`src/hw/attn_pkg.sv`:
```
package attn_pkg;

    ////////////////////////////////////////
    // element and tile geometry
    ////////////////////////////////////////
    localparam int D_W    = 16;                // bits per matrix element
    localparam int TILE_N = 4;                 // square tile edge

    typedef logic [D_W-1:0] elem_t;            // unsigned, wraps mod 2^16

    // indexed [row][col]
    typedef elem_t [TILE_N-1:0][TILE_N-1:0] tile_t;

    typedef logic [5:0] row_idx_t;             // up to 64 tile rows
    typedef logic [2:0] col_idx_t;             // up to 8 depth blocks

    ////////////////////////////////////////
    // memory target selector
    ////////////////////////////////////////
    typedef enum logic [1:0] {
        KIND_Q = 2'd0,
        KIND_K = 2'd1,
        KIND_V = 2'd2,
        KIND_O = 2'd3
    } tile_kind_e;

endpackage

```
`src/hw/attn_ifs.sv`:
```
`timescale 1ns/100ps

// tile memory bus, req is held until the rvld pulse
interface tile_mem_if;
    import attn_pkg::*;

    logic       req;
    logic       we;
    tile_kind_e kind;
    row_idx_t   row;
    col_idx_t   col;
    tile_t      wdata;
    tile_t      rdata;
    logic       rvld;

    modport requester (output req, we, kind, row, col, wdata,
                       input  rdata, rvld);
    modport arbiter   (input  req, we, kind, row, col, wdata,
                       output rdata, rvld);
endinterface

// operand request from the sequencer to the fetcher
interface fetch_if;
    import attn_pkg::*;

    logic       fetch;                         // one-cycle command
    tile_kind_e kind;
    row_idx_t   row;
    col_idx_t   col;
    tile_t      tile;                          // K comes back transposed
    logic       ready;                         // one-cycle answer

    modport ctrl    (output fetch, kind, row, col, input  tile, ready);
    modport fetcher (input  fetch, kind, row, col, output tile, ready);
endinterface

// result tile handed to the O accumulator
interface accum_if;
    import attn_pkg::*;

    logic     post;
    row_idx_t row;
    col_idx_t col;
    tile_t    tile;
    logic     busy;

    modport ctrl  (output post, row, col, tile, input  busy);
    modport accum (input  post, row, col, tile, output busy);
endinterface

```
`src/hw/tile_arbiter.sv`:
```
`timescale 1ns/100ps

module tile_arbiter (
    input  logic                 I_CLK,
    input  logic                 I_RST_N,
    tile_mem_if.arbiter          fetch_bus,
    tile_mem_if.arbiter          accum_bus,
    output logic                 mem_req,
    output logic                 mem_we,
    output attn_pkg::tile_kind_e mem_kind,
    output attn_pkg::row_idx_t   mem_row,
    output attn_pkg::col_idx_t   mem_col,
    output attn_pkg::tile_t      mem_wdata,
    input  attn_pkg::tile_t      mem_rdata,
    input  logic                 mem_rvld
);

    logic locked;                              // a transaction owns the bus
    logic owner_accum;                         // owner while locked
    logic sel_accum;

    // fetcher wins when both ask in the same cycle
    assign sel_accum = locked ? owner_accum : !fetch_bus.req;

    assign mem_req   = sel_accum ? accum_bus.req   : fetch_bus.req;
    assign mem_we    = sel_accum ? accum_bus.we    : fetch_bus.we;
    assign mem_kind  = sel_accum ? accum_bus.kind  : fetch_bus.kind;
    assign mem_row   = sel_accum ? accum_bus.row   : fetch_bus.row;
    assign mem_col   = sel_accum ? accum_bus.col   : fetch_bus.col;
    assign mem_wdata = sel_accum ? accum_bus.wdata : fetch_bus.wdata;

    // response goes back to the granted side only
    assign fetch_bus.rvld  = mem_rvld && !sel_accum;
    assign accum_bus.rvld  = mem_rvld && sel_accum;
    assign fetch_bus.rdata = sel_accum ? '0 : mem_rdata;
    assign accum_bus.rdata = sel_accum ? mem_rdata : '0;

    always_ff @(posedge I_CLK or negedge I_RST_N) begin
        if (!I_RST_N) begin
            locked      <= 1'b0;
            owner_accum <= 1'b0;
        end else if (locked) begin
            if (mem_rvld) begin
                locked <= 1'b0;                // released on the ack
            end
        end else if (mem_req && !mem_rvld) begin
            locked      <= 1'b1;
            owner_accum <= sel_accum;
        end
    end

endmodule

```
`src/hw/operand_fetch.sv`:
```
`timescale 1ns/100ps

module operand_fetch (
    input  logic          I_CLK,
    input  logic          I_RST_N,
    fetch_if.fetcher      fet,
    tile_mem_if.requester mem
);
    import attn_pkg::*;

    tile_t rd_t;                               // read tile, transposed

    // read only port
    assign mem.we    = 1'b0;
    assign mem.wdata = '0;

    always_comb begin
        for (int r = 0; r < TILE_N; r++) begin
            for (int c = 0; c < TILE_N; c++) begin
                rd_t[r][c] = mem.rdata[c][r];
            end
        end
    end

    ////////////////////////////////////////
    // request level and ready pulse
    ////////////////////////////////////////
    always_ff @(posedge I_CLK or negedge I_RST_N) begin
        if (!I_RST_N) begin
            mem.req   <= 1'b0;
            fet.ready <= 1'b0;
        end else begin
            fet.ready <= mem.rvld;             // tile lands with it
            if (fet.fetch) begin
                mem.req <= 1'b1;
            end else if (mem.rvld) begin
                mem.req <= 1'b0;
            end
        end
    end

    always_ff @(posedge I_CLK) begin
        if (fet.fetch) begin
            mem.kind <= fet.kind;
            mem.row  <= fet.row;
            mem.col  <= fet.col;
        end
        if (mem.rvld) begin
            fet.tile <= (mem.kind == KIND_K) ? rd_t : mem.rdata;
        end
    end

endmodule

```
`src/hw/o_accum.sv`:
```
`timescale 1ns/100ps

module o_accum (
    input  logic          I_CLK,
    input  logic          I_RST_N,
    accum_if.accum        acc,
    tile_mem_if.requester mem
);
    import attn_pkg::*;

    typedef enum logic [1:0] {
        IDLE,
        READ,
        WRITE
    } state_e;

    state_e state;
    tile_t  res_q;                             // posted result tile
    tile_t  sum;

    assign mem.kind = KIND_O;
    assign mem.we   = (state == WRITE);

    // element-wise add, wraps mod 2^16
    always_comb begin
        for (int r = 0; r < TILE_N; r++) begin
            for (int c = 0; c < TILE_N; c++) begin
                sum[r][c] = res_q[r][c] + mem.rdata[r][c];
            end
        end
    end

    ////////////////////////////////////////
    // read-modify-write sequence
    ////////////////////////////////////////
    always_ff @(posedge I_CLK or negedge I_RST_N) begin
        if (!I_RST_N) begin
            state    <= IDLE;
            acc.busy <= 1'b0;
            mem.req  <= 1'b0;
        end else begin
            case (state)
                IDLE: begin
                    if (acc.post) begin
                        acc.busy <= 1'b1;
                        mem.req  <= 1'b1;      // read old O
                        state    <= READ;
                    end
                end
                READ: begin
                    if (mem.rvld) begin
                        mem.req <= 1'b0;       // drop for one cycle
                        state   <= WRITE;
                    end
                end
                WRITE: begin
                    if (mem.rvld) begin
                        mem.req  <= 1'b0;
                        acc.busy <= 1'b0;
                        state    <= IDLE;
                    end else begin
                        mem.req <= 1'b1;
                    end
                end
                default: state <= IDLE;
            endcase
        end
    end

    always_ff @(posedge I_CLK) begin
        if (state == IDLE && acc.post) begin
            res_q   <= acc.tile;
            mem.row <= acc.row;
            mem.col <= acc.col;
        end
        if (state == READ && mem.rvld) begin
            mem.wdata <= sum;
        end
    end

endmodule

```
`src/hw/attn_ctrl.sv`:
```
`timescale 1ns/100ps

module attn_ctrl #(
    parameter int N_Q_TILES   = 2,
    parameter int N_KV_TILES  = 2,
    parameter int N_DBLK      = 2,
    parameter int SCALE_VALUE = 3
) (
    input  logic            I_CLK,
    input  logic            I_RST_N,
    input  logic            attn_start,
    output logic            attn_done,
    input  logic            sa_vld,
    input  attn_pkg::tile_t sa_result,
    output logic            sa_load,
    output logic            sa_acc,
    output attn_pkg::tile_t sa_mat_1,
    output attn_pkg::tile_t sa_mat_2,
    fetch_if.ctrl           fet,
    accum_if.ctrl           acc
);
    import attn_pkg::*;

    typedef enum logic [3:0] {
        IDLE, FETCH_Q, FETCH_K, QK, SCALE, FETCH_V, PV, POST, FINISH
    } state_e;

    state_e   state;
    row_idx_t kv_cnt;                          // outer loop
    row_idx_t q_cnt;                           // inner loop
    col_idx_t c_cnt;                           // depth block
    tile_t    res_q;                           // result waiting for post
    tile_t    diag_tile;
    logic     last_c;
    logic     last_q;
    logic     last_kv;

    assign last_c  = (c_cnt == col_idx_t'(N_DBLK - 1));
    assign last_q  = (q_cnt == row_idx_t'(N_Q_TILES - 1));
    assign last_kv = (kv_cnt == row_idx_t'(N_KV_TILES - 1));

    assign acc.post  = (state == POST) && !acc.busy;
    assign acc.row   = q_cnt;
    assign acc.col   = c_cnt;
    assign acc.tile  = res_q;
    assign attn_done = (state == FINISH) && !acc.busy;  // cycle after last ack

    always_comb begin
        diag_tile = '0;
        for (int i = 0; i < TILE_N; i++) begin
            diag_tile[i][i] = elem_t'(SCALE_VALUE);
        end
    end

    task automatic issue_fetch(input tile_kind_e kind, input row_idx_t row,
                               input col_idx_t col);
        fet.fetch <= 1'b1;
        fet.kind  <= kind;
        fet.row   <= row;
        fet.col   <= col;
    endtask

    ////////////////////////////////////////
    // tile loop sequencer
    ////////////////////////////////////////
    always_ff @(posedge I_CLK or negedge I_RST_N) begin
        if (!I_RST_N) begin
            state     <= IDLE;
            kv_cnt    <= '0;
            q_cnt     <= '0;
            c_cnt     <= '0;
            sa_load   <= 1'b0;
            sa_acc    <= 1'b0;
            fet.fetch <= 1'b0;
            fet.kind  <= KIND_Q;
            fet.row   <= '0;
            fet.col   <= '0;
        end else begin
            sa_load   <= 1'b0;
            fet.fetch <= 1'b0;
            case (state)
                IDLE: begin
                    if (attn_start) begin
                        kv_cnt <= '0;
                        q_cnt  <= '0;
                        c_cnt  <= '0;
                        issue_fetch(KIND_Q, '0, '0);
                        state  <= FETCH_Q;
                    end
                end
                FETCH_Q: begin
                    if (fet.ready) begin
                        issue_fetch(KIND_K, kv_cnt, c_cnt);
                        state <= FETCH_K;
                    end
                end
                FETCH_K: begin
                    if (fet.ready) begin
                        sa_load <= 1'b1;
                        sa_acc  <= (c_cnt != '0);  // sum over depth blocks
                        state   <= QK;
                    end
                end
                QK: begin
                    if (sa_vld && last_c) begin
                        sa_load <= 1'b1;       // S times diag
                        sa_acc  <= 1'b0;
                        c_cnt   <= '0;
                        state   <= SCALE;
                    end else if (sa_vld) begin
                        c_cnt <= c_cnt + 1'b1;
                        issue_fetch(KIND_Q, q_cnt, c_cnt + 1'b1);
                        state <= FETCH_Q;
                    end
                end
                SCALE: begin
                    if (sa_vld) begin
                        issue_fetch(KIND_V, kv_cnt, '0);
                        state <= FETCH_V;
                    end
                end
                FETCH_V: begin
                    if (fet.ready) begin
                        sa_load <= 1'b1;
                        sa_acc  <= 1'b0;
                        state   <= PV;
                    end
                end
                PV: begin
                    if (sa_vld) begin
                        state <= POST;
                    end
                end
                POST: begin
                    if (!acc.busy) begin
                        if (!last_c) begin
                            c_cnt <= c_cnt + 1'b1;
                            issue_fetch(KIND_V, kv_cnt, c_cnt + 1'b1);
                            state <= FETCH_V;
                        end else if (last_q && last_kv) begin
                            state <= FINISH;
                        end else if (last_q) begin
                            c_cnt  <= '0;
                            q_cnt  <= '0;
                            kv_cnt <= kv_cnt + 1'b1;
                            issue_fetch(KIND_Q, '0, '0);
                            state  <= FETCH_Q;
                        end else begin
                            c_cnt <= '0;
                            q_cnt <= q_cnt + 1'b1;
                            issue_fetch(KIND_Q, q_cnt + 1'b1, '0);
                            state <= FETCH_Q;
                        end
                    end
                end
                FINISH: begin
                    if (!acc.busy) begin
                        state <= IDLE;
                    end
                end
                default: state <= IDLE;
            endcase
        end
    end

    // sa_mat_1 keeps the scaled scores through all PV loads
    always_ff @(posedge I_CLK) begin
        if (state == FETCH_Q && fet.ready) begin
            sa_mat_1 <= fet.tile;
        end else if ((state == QK && last_c && sa_vld) || (state == SCALE && sa_vld)) begin
            sa_mat_1 <= sa_result;
        end
        if ((state == FETCH_K || state == FETCH_V) && fet.ready) begin
            sa_mat_2 <= fet.tile;
        end else if (state == QK && last_c && sa_vld) begin
            sa_mat_2 <= diag_tile;
        end
        if (state == PV && sa_vld) begin
            res_q <= sa_result;
        end
    end

endmodule

```
`src/hw/attn_top.sv`:
```
`timescale 1ns/100ps

module attn_top #(
    parameter int N_Q_TILES   = 2,
    parameter int N_KV_TILES  = 2,
    parameter int N_DBLK      = 2,
    parameter int SCALE_VALUE = 3
) (
    input  logic                 I_CLK,
    input  logic                 I_RST_N,
    input  logic                 attn_start,
    output logic                 attn_done,
    output logic                 mem_req,
    output logic                 mem_we,
    output attn_pkg::tile_kind_e mem_kind,
    output attn_pkg::row_idx_t   mem_row,
    output attn_pkg::col_idx_t   mem_col,
    output attn_pkg::tile_t      mem_wdata,
    input  attn_pkg::tile_t      mem_rdata,
    input  logic                 mem_rvld,
    output logic                 sa_load,
    output logic                 sa_acc,
    output attn_pkg::tile_t      sa_mat_1,
    output attn_pkg::tile_t      sa_mat_2,
    input  logic                 sa_vld,
    input  attn_pkg::tile_t      sa_result
);

    fetch_if    fetch_bus ();
    accum_if    accum_bus ();
    tile_mem_if fetch_mem ();                  // fetcher side of the arbiter
    tile_mem_if accum_mem ();                  // accumulator side

    attn_ctrl #(
        .N_Q_TILES   (N_Q_TILES),
        .N_KV_TILES  (N_KV_TILES),
        .N_DBLK      (N_DBLK),
        .SCALE_VALUE (SCALE_VALUE)
    ) u_ctrl (
        .I_CLK      (I_CLK),
        .I_RST_N    (I_RST_N),
        .attn_start (attn_start),
        .attn_done  (attn_done),
        .sa_vld     (sa_vld),
        .sa_result  (sa_result),
        .sa_load    (sa_load),
        .sa_acc     (sa_acc),
        .sa_mat_1   (sa_mat_1),
        .sa_mat_2   (sa_mat_2),
        .fet        (fetch_bus),
        .acc        (accum_bus)
    );

    operand_fetch u_fetch (
        .I_CLK   (I_CLK),
        .I_RST_N (I_RST_N),
        .fet     (fetch_bus),
        .mem     (fetch_mem)
    );

    o_accum u_accum (
        .I_CLK   (I_CLK),
        .I_RST_N (I_RST_N),
        .acc     (accum_bus),
        .mem     (accum_mem)
    );

    tile_arbiter u_arb (
        .I_CLK     (I_CLK),
        .I_RST_N   (I_RST_N),
        .fetch_bus (fetch_mem),
        .accum_bus (accum_mem),
        .mem_req   (mem_req),
        .mem_we    (mem_we),
        .mem_kind  (mem_kind),
        .mem_row   (mem_row),
        .mem_col   (mem_col),
        .mem_wdata (mem_wdata),
        .mem_rdata (mem_rdata),
        .mem_rvld  (mem_rvld)
    );

endmodule

```
`config.mk`:
```
export PLATFORM = sky130hd
export DESIGN_NAME = attn_top
export DESIGN_NICKNAME = d
export VERILOG_FILES = /design/src/hw/attn_pkg.sv /design/src/hw/attn_ifs.sv /design/src/hw/tile_arbiter.sv /design/src/hw/operand_fetch.sv /design/src/hw/o_accum.sv /design/src/hw/attn_ctrl.sv /design/src/hw/attn_top.sv
export SDC_FILE = /design/constraint.sdc
export NUM_CORES = 2
export LEC_CHECK = 0
export BUFFER_PORTS_ARGS = -buffer_cell sky130_fd_sc_hd__buf_2
export CAP_MARGIN = 20
export CORE_AREA = 5 5 506 508
export CTS_BUF_LIST = sky130_fd_sc_hd__clkbuf_2
export CTS_CLUSTER_DIAMETER = 30
export DETAILED_ROUTE_END_ITERATION = 16
export DIE_AREA = 0 0 511 513
export HOLD_SLACK_MARGIN = 0.1
export PLACE_DENSITY = 0.51
export SYNTH_ARGS = -nofsm -noshare
export SYNTH_HDL_FRONTEND = slang
export SYNTH_SLANG_ARGS = --single-unit
```
`constraint.sdc`:
```
create_clock -name I_CLK -period 35.1 [get_ports I_CLK]
set_input_delay 3.51 -clock I_CLK [delete_from_list [all_inputs] [get_ports I_CLK]]
set_output_delay 3.51 -clock I_CLK [all_outputs]
set_load 0.05 [all_outputs]
```
==> out/summary.txt <==
==================================================================================================
Fraction of the mapped netlist area in adder cells ..................................        4.79%
Hold-critical path depth ............................................................            0
Worst reg2reg startpoint ............................................................ u_arb.locked$_DFF_PN0_
Initial antenna violation count .....................................................          152
Clock Path Buffers ..................................................................            4
CP arrival ..........................................................................      5570 ps
Vias post-DR ........................................................................        50019
Setup repair bufs after CTS .........................................................            0
Placer congestion estimate ..........................................................        0.904
Most area-consuming cells after synthesis ........................................... sky130_fd_sc_hd__edfxtp_1, sky130_fd_sc_hd__and2_1, sky130_fd_sc_hd__ha_1
Post-detailed-routing wire length ................................................... 278000 microns
Dpl cell area .......................................................................  81600 sq um
Depth of the worst register-to-register path ........................................           17
Pleak ...............................................................................      34.3 nW
Fraction of final layout cells with drive strength greater than 1 ...................        33.4%
CTS tree ............................................................................        built
Number of H-tree levels .............................................................            5
Fraction of registers with async set/reset ..........................................        2.57%
R2R setup slack .....................................................................     28190 ps
Critical path destination ........................................................... mem_wdata[146]
Power Dens Cells .................................................................... 47.6 nW/um^2
Setup repair after global routing missed its margin .................................        false
CP startpoint ....................................................................... u_arb.locked$_DFF_PN0_
Placed cell count ...................................................................         9626
Sequential share of power ...........................................................        51.9%
Synth Instances .....................................................................         5138
Hold/Removal Path Class .............................................................      reg2reg
Worst-margin pin slew ...............................................................      1530 ps
Detail Placement HPWL ............................................................... 209000 microns
Largest stage delay, worst path .....................................................       670 ps
Setup violators final ...............................................................            0
Die ar. ............................................................................. 262000 sq um
Setup slack of the critical path after layout .......................................     26020 ps
Layout Skew .........................................................................       263 ps
Final hold viol count ...............................................................            0
Proportion of power drawn by the clock network ......................................        34.7%
Resized Gates After CTS .............................................................            0
Combinational family with the most area after synthesis ............................. simple AND/OR/NAND/NOR gates
Post-Synthesis Mean Instance Area ...................................................   13.9 sq um
Share of the yosys chip area belonging to registers .................................        67.1%
CTS sink count ......................................................................         1597
Number of synthesized flops with an enable pin ......................................         1556
Final routed DRC violation total ....................................................            0
Internal portion of total power .....................................................      2.87 mW
First-iteration detailed-routing DRC count ..........................................         3856
Setup WS pre-CTS ....................................................................     27450 ps
Die outline width ...................................................................  511 microns
Clock tree root buffer cell ......................................................... sky130_fd_sc_hd__clkbuf_2
Number of unique standard cell types used by synthesis ..............................           82
Logic pwr share .....................................................................        13.3%
Total of buffers placed on input and output ports ...................................         1300
Mux share of post-synthesis cell area ...............................................        4.22%
First-pass GRT wire length .......................................................... 385000 microns
Clock buffers created by TritonCTS ..................................................          467
Final Total Pwr .....................................................................      4.09 mW
Complex-gate fraction of the synthesized area .......................................        6.85%
Status .............................................................................. finished, violations left
Final cell count without fillers ....................................................        10527
Number of max-slew violations in the final report ...................................           24
Synthesis warning total .............................................................            0
Final critical delay including setup and external delays ............................      9080 ps
Max rail drop VDD ...................................................................      22.3 uV
DIE HEIGHT ..........................................................................  513 microns
Headroom to the max-slew limit ......................................................       -1.72%
Post-synth top flop ................................................................. sky130_fd_sc_hd__edfxtp_1
Area growth from synthesis to layout ................................................        20.8%
Cts-stage hold buffer count .........................................................            0
Top-level I/O count .................................................................         1301
Maximum number of pins on one net before global-route repair ........................          142
TritonRoute pass-1 iters ............................................................            5
Synth Net Count .....................................................................         5918
Sw Share ............................................................................        30.0%
Number of max-capacitance violations reported .......................................            0
Reg-to-reg critical path endpoint ................................................... u_accum.mem.wdata[159]$_DFFE_PP_
Required time of the critical path ..................................................     31590 ps
Kind of capture point of the worst setup path .......................................   output pin
Violated checks .....................................................................   slew limit
Simple logic cell fraction of the synthesized area ..................................        12.5%
FF+latch count, synth ...............................................................         1597
Aggregate global-route resource usage ...............................................        20.3%
Largest fanout on the critical path .................................................           81
Via count of the first global-routing pass ..........................................        50655
Leading cell type in the layout, fill and taps excluded ............................. sky130_fd_sc_hd__edfxtp_1
Clock transition time at the flip-flop clock pins of the worst setup and hold paths .       110 ps
Post-synthesis cell type with the largest combined area ............................. sky130_fd_sc_hd__edfxtp_1
CP most frequent cell ............................................................... sky130_fd_sc_hd__buf_4
Number of nets with antenna violations after detailed routing .......................            0
Starting density of the core ........................................................        28.4%
Vias/cell ...........................................................................         4.75
Total congestion overflow after global routing ......................................            0
Finished Cell Area ..................................................................  86000 sq um
Share of Yosys cell area claimed by the top area cell type ..........................        65.6%
XOR/XNOR Fraction of Synth Area .....................................................        2.96%
Source-to-sink clock delay at the later pin of the worst-skew pair ..................      1780 ps
Cell-by-cell trace of the critical path ............................................. nand2b_1 > o21a_4 > buf_4 > buf_4 > buf_4 > buf_16 > and2_1 > buf_2
Commonest non-fill, non-tap cells in the layout ..................................... sky130_fd_sc_hd__edfxtp_1, sky130_fd_sc_hd__buf_2, sky130_fd_sc_hd__and2_1, sky130_fd_sc_hd__clkbuf_2, sky130_fd_sc_hd__nand2_1
Highest-delay cell along the critical path .......................................... sky130_fd_sc_hd__buf_4
Sum of negative setup slack .........................................................         0 ps
NumNets Final .......................................................................         7529
Routed length per placed instance ................................................... 26.4 microns
Area inside the core boundary ....................................................... 251000 sq um
Net switching power of the design ...................................................      1.23 mW
Achievable frequency ................................................................      110 MHz
Part of the cycle the worst path needs ..............................................        25.9%
Crit path kind ......................................................................      reg2out
Standard-cell row count .............................................................          184
Critical Path Start Type ............................................................     register
Cell area after technology mapping ..................................................  71200 sq um
==================================================================================================
-- power by group through the flow --
| stage | registers, mW | logic [mW] | clock network [mW] |
|---|---|---|---|
| 5_1_grt | 2.13 | 0.591 | 1.59 |
| 3_5_place_dp | 2.17 | 0.543 | 0 |
| 4_1_cts | 2.13 | 0.546 | 1.48 |
| 3_3_place_gp | 2.17 | 0.535 | 0 |
| 2_1_floorplan | 2.17 | 0.363 | 0 |
| 6_report | 2.13 | 0.546 | 1.42 |
-- Yosys cell counts, drive strengths merged, types with 7 or more instances --
| master | number |
|---|---|
| o21ai | 103 |
| nand4 | 19 |
| fa | 16 |
| dfrtp | 41 |
| and3 | 14 |
| o211ai | 12 |
| o21bai | 38 |
| nand2 | 526 |
| nand3 | 40 |
| a211o | 7 |
| nor2b | 15 |
| o31ai | 27 |
| o2111ai | 9 |
| nor2 | 132 |
| a211oi | 7 |
| ha | 247 |
| clkbuf | 182 |
| edfxtp | 1556 |
| a21oi | 393 |
| and2 | 816 |
| nor3 | 45 |
| o21a | 30 |
| xnor2 | 178 |
| a21o | 87 |
| o22ai | 9 |
| xor2 | 63 |
| buf | 32 |
| a31oi | 17 |
| inv | 69 |
| nand2b | 43 |
| mux2 | 261 |
-- final cells by class --
| type | instances | area, sq um |
|---|---|---|
| Sequential cell | 1597 | 47800 |
| Fill cell | 25298 | 165000 |
| Inverter | 69 | 259 |
| Tap cell | 3348 | 4190 |
| Antenna cell | 85 | 213 |
| Clock inverter | 164 | 928 |
| Clock buffer | 650 | 3250 |
| Multi-Input combinational cell | 3258 | 22400 |
| Timing Repair Buffer | 1356 | 7010 |
-- metrics by stage --
step / utilization [%] / hold WS [ps]
after detailed placement: 32.5 / 405
after floorplan: - / 400
final: 34.3 / 302
after global routing: 34.3 / 291
after global placement: 32.5 / 401
after CTS: 34.2 / 239
-- sequential cells by signal, summed over array words and instances, names as in the netlist, 256 cells and up --
name and flops:
u_fetch.fet.tile 256, u_ctrl.acc.tile 256, u_ctrl.sa_mat_2 256, u_accum.res_q 256, u_accum.mem.wdata 256, u_ctrl.sa_mat_1 256
-- logic make-up (layout without fill, tap and decap cells) --
| family | Yosys count | in the layout |
|---|---|---|
| buf+inv | 283 | 2239 |
| mux | 267 | 267 |
| xor+xnor | 241 | 241 |
| fa+ha+maj | 263 | 263 |
| simple gates | 1688 | 1688 |
| compound gates | 799 | 799 |
| flops | 1597 | 1597 |
| other cells | 0 | 85 |
-- critical path, delay by kind of cell, from the launching register on --
kind	cells	cell delay, ps
simple gates	2	410
compound gates	1	430
flops	1	480
buf+inv	5	2270
-- routing by layer --
| metal | up-vias | GRT usage [%] | share of wire (%) | routed length, microns |
|---|---|---|---|---|
| met4 | 68 | 6.92 | 3.3 | 9180 |
| met1 | 24690 | 25.2 | 40 | 112000 |
| li1 | 22316 | - | - | - |
| met2 | 2387 | 33.2 | 47 | 131000 |
| met3 | 558 | 6.74 | 9.4 | 26200 |
| met5 | - | 0 | 0.17 | 475 |
-- how the worst min path moves through the flow --
stage / from / end / slack (ps)
6_report: u_ctrl.acc.tile[131]$_DFFE_PP_ / u_accum.res_q[131]$_DFFE_PP_ / 300
5_1_grt: u_ctrl.acc.tile[21]$_DFFE_PP_ / u_accum.res_q[21]$_DFFE_PP_ / 290
4_1_cts: u_ctrl.acc.tile[21]$_DFFE_PP_ / u_accum.res_q[21]$_DFFE_PP_ / 240
3_5_place_dp: u_ctrl.acc.tile[110]$_DFFE_PP_ / u_accum.res_q[110]$_DFFE_PP_ / 400
3_3_place_gp: u_ctrl.acc.tile[85]$_DFFE_PP_ / u_accum.res_q[85]$_DFFE_PP_ / 400
2_1_floorplan: u_ctrl.acc.tile[0]$_DFFE_PP_ / u_accum.res_q[0]$_DFFE_PP_ / 400
Note: power is estimated with default switching activity, not from simulation.
